File: config.mk
export PLATFORM = sky130hd
export DESIGN_NAME = sprite_pixel_fetch
export DESIGN_NICKNAME = d
export VERILOG_FILES = /design/src/rtl/sprite_pkg.sv /design/src/rtl/sprite_pixel_fetch.sv
export VERILOG_INCLUDE_DIRS = /design/src /design/src/include
export SDC_FILE = /design/constraint.sdc
export NUM_CORES = 1
export LEC_CHECK = 0
export BUFFER_PORTS_ARGS = -buffer_cell sky130_fd_sc_hd__buf_2
export CORE_ASPECT_RATIO = 2
export CORE_MARGIN = 2
export CORE_UTILIZATION = 45
export DETAILED_ROUTE_END_ITERATION = 6
export HOLD_SLACK_MARGIN = 0.03
export PLACE_DENSITY = 0.74
export SLEW_MARGIN = 20
export SYNTH_ARGS = -nofsm -noshare
export SYNTH_HDL_FRONTEND = slang
export SYNTH_SLANG_ARGS = --single-unit
File: constraint.sdc
create_clock -name clk -period 1.7 [get_ports clk]
set_clock_uncertainty 0.1 [all_clocks]
set_input_delay 0.34 -clock clk [delete_from_list [all_inputs] [get_ports clk]]
set_output_delay 0.34 -clock clk [all_outputs]
set_load 0.01 [all_outputs]
File: src/include/sprite_params.svh
`ifndef SPRITE_PARAMS_SVH
`define SPRITE_PARAMS_SVH

// Number of sprite records held in sprite RAM
`define SPR_COUNT 32

// Sprites are square, this many pixels on a side
`define SPR_SIZE 16

// Bytes per sprite record
`define SPR_RECORD_BYTES 4

// Visible part of a line slot, cleared and rendered each line
`define LINE_PIXELS 352

// Address range of one line buffer slot
`define SLOT_DEPTH 512

// Horizontal offset between hcnt and the buffer read address
`define SPR_X_OFFSET 16

// The engine renders this many lines ahead of vcnt
`define SPR_Y_OFFSET 17

`endif

File: src/rtl/sprite_pkg.sv
package sprite_pkg;

	// Sprite number, one of SPR_COUNT records
	typedef logic [4:0] sprite_index_t;

	// Position within one line buffer slot
	typedef logic [8:0] line_addr_t;

	// Byte address into sprite RAM (32 records of 4 bytes)
	typedef logic [6:0] sprite_ram_addr_t;

	// Byte address into sprite ROM, image:row:column
	typedef logic [13:0] sprite_rom_addr_t;

	// Palette ROM word address, always even
	typedef logic [5:0] pal_addr_t;

	// Stored pixel
	// bits 4:0 red, 9:5 green, 14:10 blue, 15 alpha
	typedef logic [15:0] pixel_t;

	// One expanded 8-bit colour channel
	typedef logic [7:0] channel_t;

	// Image number inside sprite ROM
	typedef logic [5:0] image_index_t;

	// Row within a sprite
	typedef logic [3:0] row_t;

	// Vertical coordinate of a line or a sprite
	typedef logic [11:0] line_y_t;

	// Widen a 5-bit colour field to 8 bits by repeating its top bits
	function automatic channel_t expand_channel(input logic [4:0] field);
		return {field, field[4:2]};
	endfunction

endpackage

File: src/rtl/sprite_pixel_fetch.sv
`timescale 1ns/100ps
`include "sprite_params.svh"

module sprite_pixel_fetch (
	input  logic                          clk,
	input  logic                          rst_n,
	input  logic                          start,
	input  sprite_pkg::line_addr_t        sprite_x,
	input  sprite_pkg::image_index_t      image,
	input  sprite_pkg::row_t              row,
	input  logic [7:0]                    sprite_rom_data,
	input  sprite_pkg::pixel_t            palette_data,
	output sprite_pkg::sprite_rom_addr_t  sprite_rom_addr,
	output sprite_pkg::pal_addr_t         palette_addr,
	output logic                          wr_en,
	output sprite_pkg::line_addr_t        wr_addr,
	output sprite_pkg::pixel_t            wr_data,
	output logic                          row_done
);
	import sprite_pkg::*;

	logic       issuing;
	line_addr_t base_x;
	logic [9:0] col_pos;

	// Column tags behind the ROM address
	// 1: ROM data in flight, 2: palette address out, 3: palette data back
	logic [3:1] vld;
	logic [9:0] pos [1:3];

	// One bit wider than a slot address so a sprite running off the end is not wrapped
	assign col_pos = {1'b0, base_x} + 10'(sprite_rom_addr[3:0]);

	always_ff @(posedge clk)
	begin
		if (!rst_n)
		begin
			issuing         <= 1'b0;
			sprite_rom_addr <= '0;
			vld             <= '0;
			palette_addr    <= '0;
			wr_en           <= 1'b0;
			wr_addr         <= '0;
			row_done        <= 1'b0;
		end
		else
		begin
			// Stage 1, one ROM address per cycle for columns 0 to 15
			if (start)
			begin
				sprite_rom_addr <= {image, row, 4'd0};
				issuing         <= 1'b1;
			end
			else if (issuing)
			begin
				if (sprite_rom_addr[3:0] == 4'(`SPR_SIZE - 1))
				begin
					issuing <= 1'b0;
				end
				else
				begin
					sprite_rom_addr <= sprite_rom_addr + 1'b1;
				end
			end

			vld <= {vld[2:1], issuing};

			// Stage 2, palette words are two bytes apart
			if (vld[1])
			begin
				palette_addr <= {sprite_rom_data[4:0], 1'b0};
			end

			// Stage 3, transparent and off-line pixels are dropped
			wr_en <= vld[3] && palette_data[15] && (pos[3] < 10'(`LINE_PIXELS));
			if (vld[3])
			begin
				wr_addr <= pos[3][8:0];
			end

			// Last column leaves stage 3 with nothing behind it
			row_done <= vld[3] && !vld[2];
		end
	end

	always_ff @(posedge clk)
	begin
		if (start)
		begin
			base_x <= sprite_x;
		end
		pos[1] <= col_pos;
		pos[2] <= pos[1];
		pos[3] <= pos[2];
		if (vld[3])
		begin
			wr_data <= palette_data;
		end
	end

endmodule

==> reports/metrics.cfg <==
[pwr]
power.leakage_nw=1.733
clkPwrFrac=0.429
power_mw=4.535
switching_share=0.2125
peakVddDrop_mv=0.8350
combPwrFrac=0.052
power_per_cell_area_nw_per_um2=1138
seqPwrFrac=0.519
switchingPower_mw=0.9637
intPower_mw=3.571

[cts]
cts_sinks=89
numCtsBuffers=9
clock_latency_ns=0.33
h-tree-depth=3
post_cts_buffers=0
cts-hold-fix-buffers=0
clock_path_buffers=2
path_clk_slew_ns=0.06
cts_tree=yes
cts_root_buf=clkbuf_16

[setup_path]
worstReg2RegStart=base_x[0]$_DFFE_PP_
rrSetupSlack_ns=0.06
criticalPathCategory=reg -> reg
crit_required_ns=1.86
startpoint_type=register
crit_path_end=pos[0][16]$_DFF_P_
worstSetupStartpoint=base_x[0]$_DFFE_PP_
critPathArrivalTime_ns=1.80
path_max_fanout=3
worstReg2RegEnd=pos[0][16]$_DFF_P_
end_kind=register
reg2reg_depth=7

[sta]
fin_crit_ns=1.637
finalHoldViolCount=0
setup_ws_ns=0.06307
finalMaxSlewViolations=0
min_period_over_period=0.9629
timing.fmax_ghz=0.6109
fin_tns_setup_ns=0
setup_violations=0

[worst_hold_path]
hold_path.class=in -> reg

[floorplanning]
ios=93
die_h_um=119.1
core_um2=6516
die_w_um=61.57
start_util=0.4578
placementRows=42
dieArea_um2=7335

[route]
ant_nets=0
viasPerCell=4.660
drc_errors=0
dr.pass1.iters=4
wirelength_mm=5.363
routedLengthMet1_mm=2.030
num_vias=1948
met2_length_mm=3.006
drt-initial-drc-count=40
top_layer=met4
wl_met3_um=269
post_drt_wl_per_cell_um=12.83

[synthesis]
synthMuxAreaShare=0.06376
syn_inst=224
synth_cell_types=36
synthesis.area_um2=2983
synth-seq-cells=89
synth-simple-area-share=0.1174
synth_xor_area_frac=0.03523
synth-edff-count=25
synth_top_family_by_area=simple AND/OR/NAND/NOR gates
ys_top_cells_by_area=dfxtp_1, edfxtp_1, mux2i_1, nor2b_1, ha_1
synthAdderAreaFrac=0.02768
ys_seq_area_frac=0.6812
synth_top_flop_cell=dfxtp_1
ys_async_sr_fraction=0
synth_top_area_share=0.4295
synth_area_per_cell_um2=13.32
synth_nets=276
synth_top_area_cell=dfxtp_1
synth_compound_area_frac=0.04992
synth_warnings=0

[finish]
drive_gt1_frac=0.4091
fin_nets=377
area_delta_synth_final_pct=33.56
postLayoutCellArea_um2=3984
final_util=0.6114
antennaDiodeCount=0

[place]
io_buffers=88
placed_area_um2=3575
gp_congestion=0.8471
pre_cts_slack_ns=-0.01433
hpwl_mm=3.717

[global_routing]
grt_pass1_wl_mm=8.328
grt_overflow_total=0
grt_antenna_before_repair=0
grt_usage=0.1514
grt_start_max_net_pins=26
first_global_vias=1924

[job]
cap_violations=0

[outcome]
status=finished clean

per-stage QoR:
step | hold WS [ns] | cells
global route | 0.06770 | 418
CTS | 0.06675 | 418
finish | 0.08294 | 418
floorplan | 0.2096 | 224
detailed placement | 0.2121 | 402
global placement | 0.2105 | 402
synthesized netlist by cell type, drive strengths merged (5+ instances only):
library cell and instances:
nor2 8, ha 5, xor2 6, inv 8, mux2i 19, nand2 8, nor2b 21, a21oi 9
xnor2 6, edfxtp 25, o21ai 7, dfxtp 64
power groups by stage:
stage          sequential, mW  clock (mW)  combinational, mW
3_5_place_dp             2.40           0              0.226
5_1_grt                  2.37        2.09              0.263
3_3_place_gp             2.39           0              0.216
4_1_cts                  2.35        2.00              0.229
6_report                 2.35        1.95              0.235
2_1_floorplan            2.40           0              0.108
layer usage:
metal / vias up / global-route usage
met5: - / 0
met4: 0 / 0.05984
met3: 4 / 0.04886
met2: 59 / 0.2638
met1: 909 / 0.1589
li1: 976 / -
cells by family after synthesis:
group | after synthesis
other | 1
adder cells (fa/ha/maj) | 6
buffers and inverters | 16
multiplexers | 19
XOR/XNOR | 12
flip-flops | 89
AO/OA/AOI/OAI | 24
AND/OR/NAND/NOR | 57
cells in the final DEF, fill, tap and decap left out, types with 3 or more instances in the layout:
cell / n
nor2b_1: 20
inv_1: 8
edfxtp_1: 25
xnor2_1: 6
mux2i_1: 19
buf_2: 88
nor2_1: 7
ha_4: 3
buf_4: 10
nand2_1: 7
clkbuf_16: 9
and2_1: 3
xor2_1: 6
a21oi_1: 7
o21ai_0: 4
dfxtp_1: 62
critical path: stages (launching register included):
cell and delay, ns:
edfxtp_1 0.36, ha_4 0.14, inv_1 0.05, fa_2 0.38
nor2b_2 0.14, o21ai_2 0.10, a21oi_2 0.16, xor2_1 0.14
repair_timing:
action | 4_1_cts | 5_1_grt
setup endpoints to repair | 4 | 10
pin swaps | 1 | 4
resized for setup | 4 | 18
cloned | 0 | 0
hold endpoints to repair | 0 | 0
area by class of cell:
type	count	area (um^2)
Tap cell	88	110.1
Timing Repair Buffer	98	515.5
Fill cell	561	2532
Multi-Input combinational cell	119	984.7
Sequential cell	89	2039
Clock buffer	9	225.2
Inverter	8	30.03
Clock inverter	7	78.83
how the worst min path moves through the flow:
stage,startpoint,to,depth (start not counted)
after global placement,pos[0][20]$_DFF_P_,pos[0][30]$_DFF_P_,0
after detailed placement,pos[0][22]$_DFF_P_,pos[0][32]$_DFF_P_,0
final,sprite_x[2],base_x[2]$_DFFE_PP_,1
after CTS,palette_data[11],wr_data[11]$_DFFE_PP_,1
after floorplan,pos[0][10]$_DFF_P_,pos[0][20]$_DFF_P_,0
after global routing,palette_data[5],wr_data[5]$_DFFE_PP_,1
registers in the layout, indices dropped and copies added, names as in the netlist, 3 cells and up:
| name | cells |
|---|---|
| wr_addr | 9 |
| vld | 3 |
| wr_data | 16 |
| palette_addr | 5 |
| pos | 30 |
| base_x | 9 |
| sprite_rom_addr | 14 |
Note: power is estimated with default switching activity, not from simulation.
