**config.mk**
```make
export PLATFORM = sky130hd
export DESIGN_NAME = sprite_scanner
export DESIGN_NICKNAME = d
export VERILOG_FILES = /design/src/rtl/sprite_pkg.sv /design/src/rtl/sprite_scanner.sv
export VERILOG_INCLUDE_DIRS = /design/src /design/src/include
export SDC_FILE = /design/constraint.sdc
export NUM_CORES = 1
export LEC_CHECK = 0
export ABC_AREA = 0
export BUFFER_PORTS_ARGS = -buffer_cell sky130_fd_sc_hd__buf_4
export CAP_MARGIN = 25
export CORE_MARGIN = 8
export CORE_UTILIZATION = 51
export DETAILED_ROUTE_END_ITERATION = 8
export PLACE_DENSITY = 0.83
export SETUP_SLACK_MARGIN = 0.15
export SYNTH_ARGS = -nofsm -noshare
export SYNTH_HDL_FRONTEND = slang
export SYNTH_SLANG_ARGS = --single-unit
```
**constraint.sdc**
```tcl
create_clock -name clk -period 2.9 [get_ports clk]
set_input_delay 0.725 -clock clk [delete_from_list [all_inputs] [get_ports clk]]
set_output_delay 0.725 -clock clk [all_outputs]
set_load 0.01 [all_outputs]
```
**src/include/sprite_params.svh**
```systemverilog
`ifndef SPRITE_PARAMS_SVH
`define SPRITE_PARAMS_SVH

// Number of sprite records held in sprite RAM
`define SPR_COUNT 32

// Sprites are square, this many pixels on a side
`define SPR_SIZE 16

// Bytes per sprite record
`define SPR_RECORD_BYTES 4

// Visible part of a line slot, cleared and rendered each line
`define LINE_PIXELS 352

// Address range of one line buffer slot
`define SLOT_DEPTH 512

// Horizontal offset between hcnt and the buffer read address
`define SPR_X_OFFSET 16

// The engine renders this many lines ahead of vcnt
`define SPR_Y_OFFSET 17

`endif

```
**src/rtl/sprite_pkg.sv**
```systemverilog
package sprite_pkg;

	// Sprite number, one of SPR_COUNT records
	typedef logic [4:0] sprite_index_t;

	// Position within one line buffer slot
	typedef logic [8:0] line_addr_t;

	// Byte address into sprite RAM (32 records of 4 bytes)
	typedef logic [6:0] sprite_ram_addr_t;

	// Byte address into sprite ROM, image:row:column
	typedef logic [13:0] sprite_rom_addr_t;

	// Palette ROM word address, always even
	typedef logic [5:0] pal_addr_t;

	// Stored pixel
	// bits 4:0 red, 9:5 green, 14:10 blue, 15 alpha
	typedef logic [15:0] pixel_t;

	// One expanded 8-bit colour channel
	typedef logic [7:0] channel_t;

	// Image number inside sprite ROM
	typedef logic [5:0] image_index_t;

	// Row within a sprite
	typedef logic [3:0] row_t;

	// Vertical coordinate of a line or a sprite
	typedef logic [11:0] line_y_t;

	// Widen a 5-bit colour field to 8 bits by repeating its top bits
	function automatic channel_t expand_channel(input logic [4:0] field);
		return {field, field[4:2]};
	endfunction

endpackage

```
**src/rtl/sprite_scanner.sv**
```systemverilog
`timescale 1ns/100ps
`include "sprite_params.svh"

module sprite_scanner (
	input  logic                          clk,
	input  logic                          rst_n,
	input  logic                          hsync,
	input  logic [8:0]                    vcnt,
	input  logic [7:0]                    sprite_ram_data,
	input  logic                          clear_busy,
	input  logic                          row_done,
	output sprite_pkg::sprite_ram_addr_t  sprite_ram_addr,
	output logic                          swap,
	output logic                          render_busy,
	output logic                          start,
	output sprite_pkg::line_addr_t        sprite_x,
	output sprite_pkg::image_index_t      image,
	output sprite_pkg::row_t              row
);
	import sprite_pkg::*;

	typedef enum logic [2:0] {
		S_IDLE,
		S_CLEAR,
		S_READ,
		S_CHECK,
		S_FETCH
	} state_t;

	state_t        state;
	logic          hsync_q;
	logic          line_start;
	sprite_index_t spr_index;
	logic [2:0]    rd_cnt;
	logic          spr_en;
	line_y_t       spr_y;
	line_y_t       active_y;
	logic [12:0]   y_diff;
	logic          hit;
	logic          last_sprite;
	logic          advance;

	assign line_start = (state == S_IDLE) && hsync && !hsync_q;

	// Extra top bit catches an active line above the sprite
	assign y_diff = {1'b0, active_y} - {1'b0, spr_y};
	assign hit = spr_en && !y_diff[12] && (y_diff[11:0] < 12'(`SPR_SIZE));
	assign last_sprite = (spr_index == sprite_index_t'(`SPR_COUNT - 1));
	assign advance = ((state == S_CHECK) && !hit) || ((state == S_FETCH) && row_done);

	always_ff @(posedge clk)
	begin
		if (!rst_n)
		begin
			state           <= S_IDLE;
			hsync_q         <= 1'b0;
			spr_index       <= '0;
			rd_cnt          <= '0;
			swap            <= 1'b0;
			start           <= 1'b0;
			render_busy     <= 1'b0;
			sprite_ram_addr <= '0;
		end
		else
		begin
			hsync_q <= hsync;
			swap    <= 1'b0;
			start   <= 1'b0;

			case (state)
				S_IDLE:
				begin
					if (line_start)
					begin
						swap        <= 1'b1;
						render_busy <= 1'b1;
						spr_index   <= '0;
						state       <= S_CLEAR;
					end
				end

				// clear_busy only rises the cycle after the swap pulse
				S_CLEAR:
				begin
					if (!swap && !clear_busy)
					begin
						sprite_ram_addr <= '0;
						rd_cnt          <= '0;
						state           <= S_READ;
					end
				end

				// Bytes arrive two edges after their address, so the address runs ahead
				S_READ:
				begin
					rd_cnt <= rd_cnt + 1'b1;
					if (rd_cnt < 3'd3)
					begin
						sprite_ram_addr <= sprite_ram_addr + 1'b1;
					end
					if (rd_cnt == 3'd4)
					begin
						state <= S_CHECK;
					end
				end

				S_CHECK:
				begin
					if (hit)
					begin
						start <= 1'b1;
						state <= S_FETCH;
					end
				end

				S_FETCH:
				begin
				end

				default:
				begin
					state <= S_IDLE;
				end
			endcase

			// Move on after a miss or a finished row
			if (advance)
			begin
				if (last_sprite)
				begin
					render_busy     <= 1'b0;
					sprite_ram_addr <= '0;
					state           <= S_IDLE;
				end
				else
				begin
					spr_index       <= spr_index + 1'b1;
					sprite_ram_addr <= sprite_ram_addr_t'((spr_index + 1) * `SPR_RECORD_BYTES);
					rd_cnt          <= '0;
					state           <= S_READ;
				end
			end
		end
	end

	// Record fields and the line being built
	always_ff @(posedge clk)
	begin
		if (line_start)
		begin
			active_y <= line_y_t'(vcnt) + line_y_t'(`SPR_Y_OFFSET);
		end
		if (state == S_READ)
		begin
			case (rd_cnt)
				3'd1:
				begin
					spr_en      <= sprite_ram_data[7];
					spr_y[11:8] <= sprite_ram_data[3:0];
				end
				3'd2: spr_y[7:0] <= sprite_ram_data;
				3'd3:
				begin
					image       <= sprite_ram_data[7:2];
					sprite_x[8] <= sprite_ram_data[0];
				end
				3'd4: sprite_x[7:0] <= sprite_ram_data;
				default:
				begin
				end
			endcase
		end
		if (state == S_CHECK)
		begin
			row <= y_diff[3:0];
		end
	end

endmodule

```
==> results of run 1 <==
-- stage by stage --
step,TNS [ns],util
2_1_floorplan,0,-
3_3_place_gp,0,0.6095
3_5_place_dp,-0.1930,0.6095
4_1_cts,0,0.6528
5_1_grt,0,0.6659
6_report,0,0.6659
-- final cells by class --
cell class                 count  area [um^2]
fill                         456         1978
sequential                    64         1702
multi-input combinational    190         1411
timing repair buffer          61        461.7
clock buffer                  13        148.9
tap                           75        93.84
inverter                      22        82.58
clock inverter                 3        42.54
-- sequential cells by signal (all words and copies together), names as in the netlist --
signal           count
active_y            10
start                1
rd_cnt               3
sprite_ram_addr      7
image                6
hsync_q              1
spr_y               12
spr_index            5
swap                 1
render_busy          1
sprite_x             9
state                3
row                  4
spr_en               1
-- cells in the mapped netlist, types with 2 or more instances --
library cell  instances
edfxtp_1             42
inv_1                22
o21a_1                2
or4_1                 3
nor3_1                5
and2_1                8
o2111ai_1             2
mux2_4                2
nand4_1               2
dfxtp_1              22
and3_1               13
mux2i_1               4
xor2_1                4
a211oi_1              2
a21oi_1              11
nand2_1              12
nand2b_1              5
nor2_1               22
ha_1                 18
nand3b_1              5
xnor2_1               7
nand3_1               7
nor2b_1               2
clkbuf_1              5
a31oi_1               5
nand4b_1              2
nor4b_1               2
o21ai_0              23
o211ai_1              4
-- kinds of logic (layout without fill, tap and decap cells) --
group,after synthesis,count (layout),synth area share
AOI/OAI and AO/OA,60,60,0.1199
DFF,64,64,0.5455
muxes,6,6,0.02246
and+or+nand+nor,94,94,0.1665
buffers and inverters,28,99,0.03610
adders and majority gates,19,19,0.07862
xor gates and xnor gates,11,11,0.03089
-- path summary, 6_finish.rpt --
check                                    endpoint  slack, ns  cells after the start                             from
setup / recovery  sprite_ram_addr[4]$_SDFFE_PN0P_       0.14                     11               spr_y[0]$_DFFE_PP_
hold / removal    sprite_ram_addr[6]$_SDFFE_PN0P_       0.54                      2  sprite_ram_addr[6]$_SDFFE_PN0P_
setup reg to reg  sprite_ram_addr[4]$_SDFFE_PN0P_       0.14                     11               spr_y[0]$_DFFE_PP_
hold reg to reg   sprite_ram_addr[6]$_SDFFE_PN0P_       0.54                      2  sprite_ram_addr[6]$_SDFFE_PN0P_
-- layer usage --
layer | share of wire | global-route usage | up-vias
li1 | - | - | 1168
met1 | 0.41 | 0.1771 | 1152
met2 | 0.51 | 0.2885 | 70
met3 | 0.052 | 0.05995 | 20
met4 | 0.030 | 0.09643 | 0
met5 | 0 | 0 | -
-- power groups by stage --
stage / clock (mW) / sequential [mW] / combinational (mW)
6_report: 0.751 / 1.03 / 0.266
5_1_grt: 0.797 / 1.03 / 0.289
4_1_cts: 0.763 / 1.03 / 0.247
3_5_place_dp: 0 / 1.05 / 0.234
3_3_place_gp: 0 / 1.05 / 0.225
2_1_floorplan: 0 / 1.04 / 0.158
-- worst min-delay path: stages, from the launching register on --
cell and delay [ns]:
dfxtp_1 0.33, o21ai_0 0.07, a31oi_1 0.08
-- repair_timing --
action / CTS / global route
pin swaps: 6 / 9
resized for setup: 7 / 10
endpoints found under the hold margin: 0 / 0
hold buffers: 0 / 0
setup buffers: 5 / 2
setup endpoints to repair: 14 / 19
==> metrics.md, run 1 <==
| Metric | Value |
|---|---|
| Share of the synthesized area in the top cell type | 0.4043 |
| CP Capture Type | flip-flop |
| Clock Path Buffers | 2 |
| Netlist cell types | 48 |
| Max-Cap Viols | 0 |
| Family with the most delay on the worst path | simple AND/OR/NAND/NOR gates |
| Initial antenna violation count | 0 |
| Crit path kind | flip-flop to flip-flop |
| Gr usage total | 0.1695 |
| Diode count | 0 |
| H-tree Lvls | 3 |
| EDFF count, synth | 42 |
| Pre-Repair DR Iteration Count | 4 |
| DRT iter0 DRCs | 171 |
| CP startpoint kind | flip-flop |
| Finished Cell Area | 3943 um^2 |
| Full die area | 8875 um^2 |
| CP max FO | 7 |
| Final setup fails | 0 |
| Internal | 1.542 mW |
| Clk_skew | 0.01113 ns |
| Yosys warning count | 0 |
| Clock Tree Root | clkbuf_8 |
| Clock Sinks | 64 |
| Post-Syn Nets | 323 |
| Required time of the critical path | 3.10 ns |
| Routed length per placed instance | 16.96 um |
| Placer Congestion | 0.9370 |
| Layout cell share with drive strength beyond 1 | 0.2635 |
| Synth Instances | 282 |
| Slew headroom | 0.6809 |
| Worst slew pin tran | 0.4781 ns |
| Slew Limit Fails | 0 |
| Non-Filler Instances | 428 |
| Die X-Extent | 94.21 um |
| Seq/Total Area, Yosys | 0.5455 |
| Clock Latency Late Sink | 0.35 ns |
| TritonCTS clock tree | built |
| Placed insts | 405 |
| Commonest non-fill, non-tap cell in the layout | buf_4 |
| Asr flop ratio synth | 0 |
| #FFs+latches synth | 64 |
| Final wirelength | 7258 um |
| Crit path DAT | 2.95 ns |
| Lkg Pwr | 1.600 nW |
| Max Freq | 362.8 MHz |
| Slowest Stage Delay on Critical Path | 0.42 ns |
| Setup ws final | 0.1435 ns |
| Total power | 2.046 mW |
| First-pass GRT wire length | 11430 um |
| Status | finished, final reports clean |
| Switching pwr | 504.2 uW |
| Worst-path clk slew | 0.07 ns |
| Sequential share of power | 0.503 |
| Cell area after synthesis | 3119 um^2 |
| Core Rows | 28 |
| Unrepaired setup endpoints after global routing | true |
| Hold Path Class | flip-flop to flip-flop |
| Cell Area, Placed | 3608 um^2 |
| Pre-CTS setup slack | -0.05920 ns |
| Post-Syn Area per Cell | 11.06 um^2 |
| Final #Nets | 389 |
| Final min period | 2.757 ns |
| Placeable Area | 5921 um^2 |
| # DRC | 0 |
| Via count | 2410 |
| Largest cells by area after synthesis | edfxtp_1 40%, dfxtp_1 14%, ha_1 7.2% |
| Initial core utilization | 0.5268 |
| Total CTS buffers | 9 |
| Vias in the first global route | 2464 |
| DIE HEIGHT | 94.21 um |
| Fin crit share | 0.9505 |
| Most common flop cell mapped by yosys | edfxtp_1 |
| Final Hold Vio Count | 0 |
| Cell type with the largest total area after synthesis | edfxtp_1 |
| Crit-path cells | ha_4, fa_2, nand2b_4, a21oi_4, o22ai_2, or4_1, and3_4, o31a_4, buf_6, nand3b_1, a31oi_1 |
| Leading cell types in the layout, fill and taps excluded | 60 x buf_4, 42 x edfxtp_1, 23 x o21ai_0, 22 x dfxtp_1, 21 x nor2_1 |
| Io pins | 51 |
| Fin Hold WS | 0.5353 ns |
| Switching Fraction | 0.2465 |
| Worst VDD drop | 0.3113 mV |
| Port bufs | 50 |
| PD cells | 519.0 nW/um^2 |
| Combinational share of power | 0.130 |
| Vias/cell | 5.631 |
| HPWL Detailed | 5134 um |
| P&R area growth vs syn | 26.39% |
| Buf/Inv on CP | 1 |
| CP max stage cell | edfxtp_1 |
| GR Overflow Total | 0 |
| Post-route ant nets | 0 |
| Clk network pwr share | 0.367 |
| Largest net degree at the start of global routing | 15 |
No activity file was read; power rests on OpenSTA's default activity.
==> run 2, diff against run 1 <==
--- a/config.mk
+++ b/config.mk
@@ -9,7 +9,7 @@
 export ABC_AREA = 0
 export BUFFER_PORTS_ARGS = -buffer_cell sky130_fd_sc_hd__buf_4
 export CAP_MARGIN = 25
-export CORE_MARGIN = 8
+export CORE_MARGIN = 2
 export CORE_UTILIZATION = 51
 export DETAILED_ROUTE_END_ITERATION = 8
 export PLACE_DENSITY = 0.83
==> constraint.sdc (replaced) <==
create_clock -name clk -period 2.4 [get_ports clk]
set_input_delay 0.6 -clock clk [delete_from_list [all_inputs] [get_ports clk]]
set_output_delay 0.6 -clock clk [all_outputs]
set_load 0.01 [all_outputs]
==> run 2 against run 1 <==
Net effect: the run now ends with negative setup slack left; cell area grew 4.5%; critical path depth is the same; combinational power grew 43%; sequential power grew 19%; critical path type unchanged; core utilization grew 3.0 points; non-clock buffer count grew 17; via count grew 7.1%; critical endpoint is now spr_index[3]$_SDFF_PN0_.
==> metrics.md, run 2 (synthesized netlist as in run 1, its figures left out) <==
| Metric | Value |
|---|---|
| Io pins | 51 (unchanged) |
| Setup ws final | -0.4296 ns (-0.5731 ns) |
| Crit path kind | flip-flop to flip-flop |
| Diode count | 0 (unchanged) |
| Placed insts | 423 (+4.4%) |
| Placer Congestion | 0.9408 (+0.41%) |
| Pre-Repair DR Iteration Count | 6 (+2) |
| Max Freq | 353.4 MHz (-2.6%) |
| Full die area | 6758 um^2 (-24%) |
| Slew Limit Fails | 0 (unchanged) |
| Non-Filler Instances | 445 (+4.0%) |
| CTS hold repair buffers | 0 (unchanged) |
| Initial antenna violation count | 0 (unchanged) |
| TritonCTS clock tree | built |
| Vias in the first global route | 2482 (+0.73%) |
| Combinational share of power | 0.145 (+0.015) |
| Lkg Pwr | 1.704 nW (+6.5%) |
| # DRC | 0 (unchanged) |
| Initial core utilization | 0.5268 (unchanged) |
| Worst-path clk slew | 0.08 ns (about the same) |
| CP Capture Type | flip-flop |
| Commonest non-fill, non-tap cell in the layout | buf_4 |
| P&R area growth vs syn | 32.05% |
| Hold Path Class | input port to flip-flop |
| Fin Hold WS | 0.4456 ns (-0.08969 ns) |
| Clk network pwr share | 0.384 (+0.017) |
| Clock Sinks | 64 (unchanged) |
| Total CTS buffers | 9 (unchanged) |
| Final wirelength | 7798 um (+7.4%) |
| Largest regs | spr_y: 12 flops, active_y: 10 flops, sprite_x: 9 flops |
| Worst slew pin tran | 0.5014 ns (+0.02321 ns) |
| Final min period | 2.830 ns (+0.07312 ns) |
| Fillers | 399 (-13%) |
| First-pass GRT wire length | 11700 um (+2.3%) |
| Layout cell share with drive strength beyond 1 | 0.3054 (+0.04195) |
| PD cells | 635.3 nW/um^2 (+22%) |
| Clk_skew | 0.01338 ns (+0.002248 ns) |
| Clock Latency Late Sink | 0.35 ns (about the same) |
| Sequential share of power | 0.471 (-0.032) |
| Max-Cap Viols | 0 (unchanged) |
| Failing checks | negative setup slack |
| Core Rows | 28 (unchanged) |
| Largest net degree at the start of global routing | 15 (unchanged) |
| DIE HEIGHT | 82.21 um (-13%) |
| Setup total negative slack | -6.656 ns (-6.656 ns) |
| Final setup fails | 20 (+20) |
| DRT iter0 DRCs | 259 (+51%) |
| Gr usage total | 0.2356 (+0.06605) |
| Required time of the critical path | 2.69 ns (-0.41 ns) |
| Switching pwr | 655.3 uW (+30%) |
| H-tree Lvls | 3 (unchanged) |
| CP startpoint kind | flip-flop |
| Status | complete, but fails checks |
| Cell Area, Placed | 3744 um^2 (+3.7%) |
| Routed length per placed instance | 17.52 um (+3.3%) |
| Pre-CTS setup slack | -0.4687 ns (-0.4095 ns) |
| Placeable Area | 5921 um^2 (unchanged) |
| Internal | 1.961 mW (+27%) |
| Port bufs | 50 (unchanged) |
| GR Overflow Total | 0 (unchanged) |
| Leading cell types in the layout, fill and taps excluded | 75 x buf_4, 42 x edfxtp_1, 22 x inv_1, 22 x dfxtp_1, 19 x o21ai_0 |
| Post-route ant nets | 0 (unchanged) |
| Clock Path Buffers | 2 (unchanged) |
| Worst VDD drop | 0.4141 mV (+33%) |
| Largest register FFs | 12 (unchanged) |
| Final Hold Vio Count | 0 (unchanged) |
| Finished Cell Area | 4119 um^2 (+4.5%) |
| Via count | 2582 (+7.1%) |
| Unrepaired setup endpoints after global routing | true |
| Fin crit share | 1.179 (+0.2285) |
| Vias/cell | 5.802 (+3.0%) |
| Largest Register | spr_y |
| HPWL Detailed | 5085 um (-0.94%) |
| Die X-Extent | 82.21 um (-13%) |
| Slew headroom | 0.6654 (-0.01549) |
| Crit path DAT | 3.12 ns (+0.17 ns) |
| Final #Nets | 406 (+4.4%) |
| CP max FO | 5 (-2) |
| Switching Fraction | 0.2504 (+0.003987) |
| Clock Tree Root | clkbuf_8 |
==> run 2: changes by cell type in the layout (fill, tap and decap cells not counted), moves of 2 or more <==
cell and change:
nor2_1 -3, ha_4 -2, clkbuf_1 -2, o21ai_1 +4, nor2_2 +2, o21ai_0 -4
buf_4 +15, inv_1 +2, inv_2 -2, clkinv_1 +2
==> run 2: final cells by class <==
cell class                 instances  area, um^2  share of cell area
clock buffer                      10       127.6             0.03098
tap                               75       93.84             0.02278
inverter                          22       82.58             0.02005
timing repair buffer              78       590.6              0.1434
sequential                        64        1702              0.4131
multi-input combinational        190        1439              0.3493
clock inverter                     6       83.83             0.02035
==> run 2: what timing repair did <==
action                                 4_1_cts  5_1_grt
setup endpoints to repair                   20       20
resized for setup                           19        6
cloned                                       1        0
buffers inserted                             2        3
pin swaps                                   18        8
endpoints found under the hold margin        0        0
==> run 2: power by group through the flow <==
stage	clock network, mW	logic (mW)	registers (mW)
floorplan	0	0.191	1.25
global placement	0	0.312	1.25
detailed placement	0	0.324	1.26
CTS	1.01	0.358	1.23
global route	1.05	0.409	1.23
finish	1.00	0.380	1.23
==> run 2: final timing paths <==
path,start,to,slack [ns],cells past startpoint
worst max register to register,spr_y[1]$_DFFE_PP_,spr_index[3]$_SDFF_PN0_,-0.43,11
worst min register to register,spr_index[2]$_SDFF_PN0_,spr_index[2]$_SDFF_PN0_,0.54,2
worst max-delay path,spr_y[1]$_DFFE_PP_,spr_index[3]$_SDFF_PN0_,-0.43,11
worst min-delay path,sprite_ram_data[4],sprite_x[4]$_DFFE_PP_,0.45,1
==> run 2: stage by stage <==
step                power, mW  utilization
floorplan               1.443            -
global placement        1.567       0.6323
detailed placement      1.579       0.6323
CTS                     2.596       0.6893
global route            2.694       0.6957
finish                  2.617       0.6957
==> run 2: worst max-delay path, stage by stage, from the launching register on <==
cell and delay [ns]:
edfxtp_1 0.43, inv_1 0.08, ha_1 0.23, nor2b_4 0.14, o2111ai_4 0.24, a2111oi_4 0.11, or4_1 0.52, and3_4 0.19
o31a_1 0.30, buf_6 0.16, mux2_4 0.29, nor2_1 0.07
==> run 2: metal layers <==
layer  part of all wire  routed length [um]  vias up  track usage
met5                  0                   0        -            0
met4              0.046                 361        0       0.1167
met3              0.065                 504       37      0.07391
met2               0.52                4057      126       0.4056
met1               0.37                2874     1220       0.2620
li1                   -                   -     1199            -
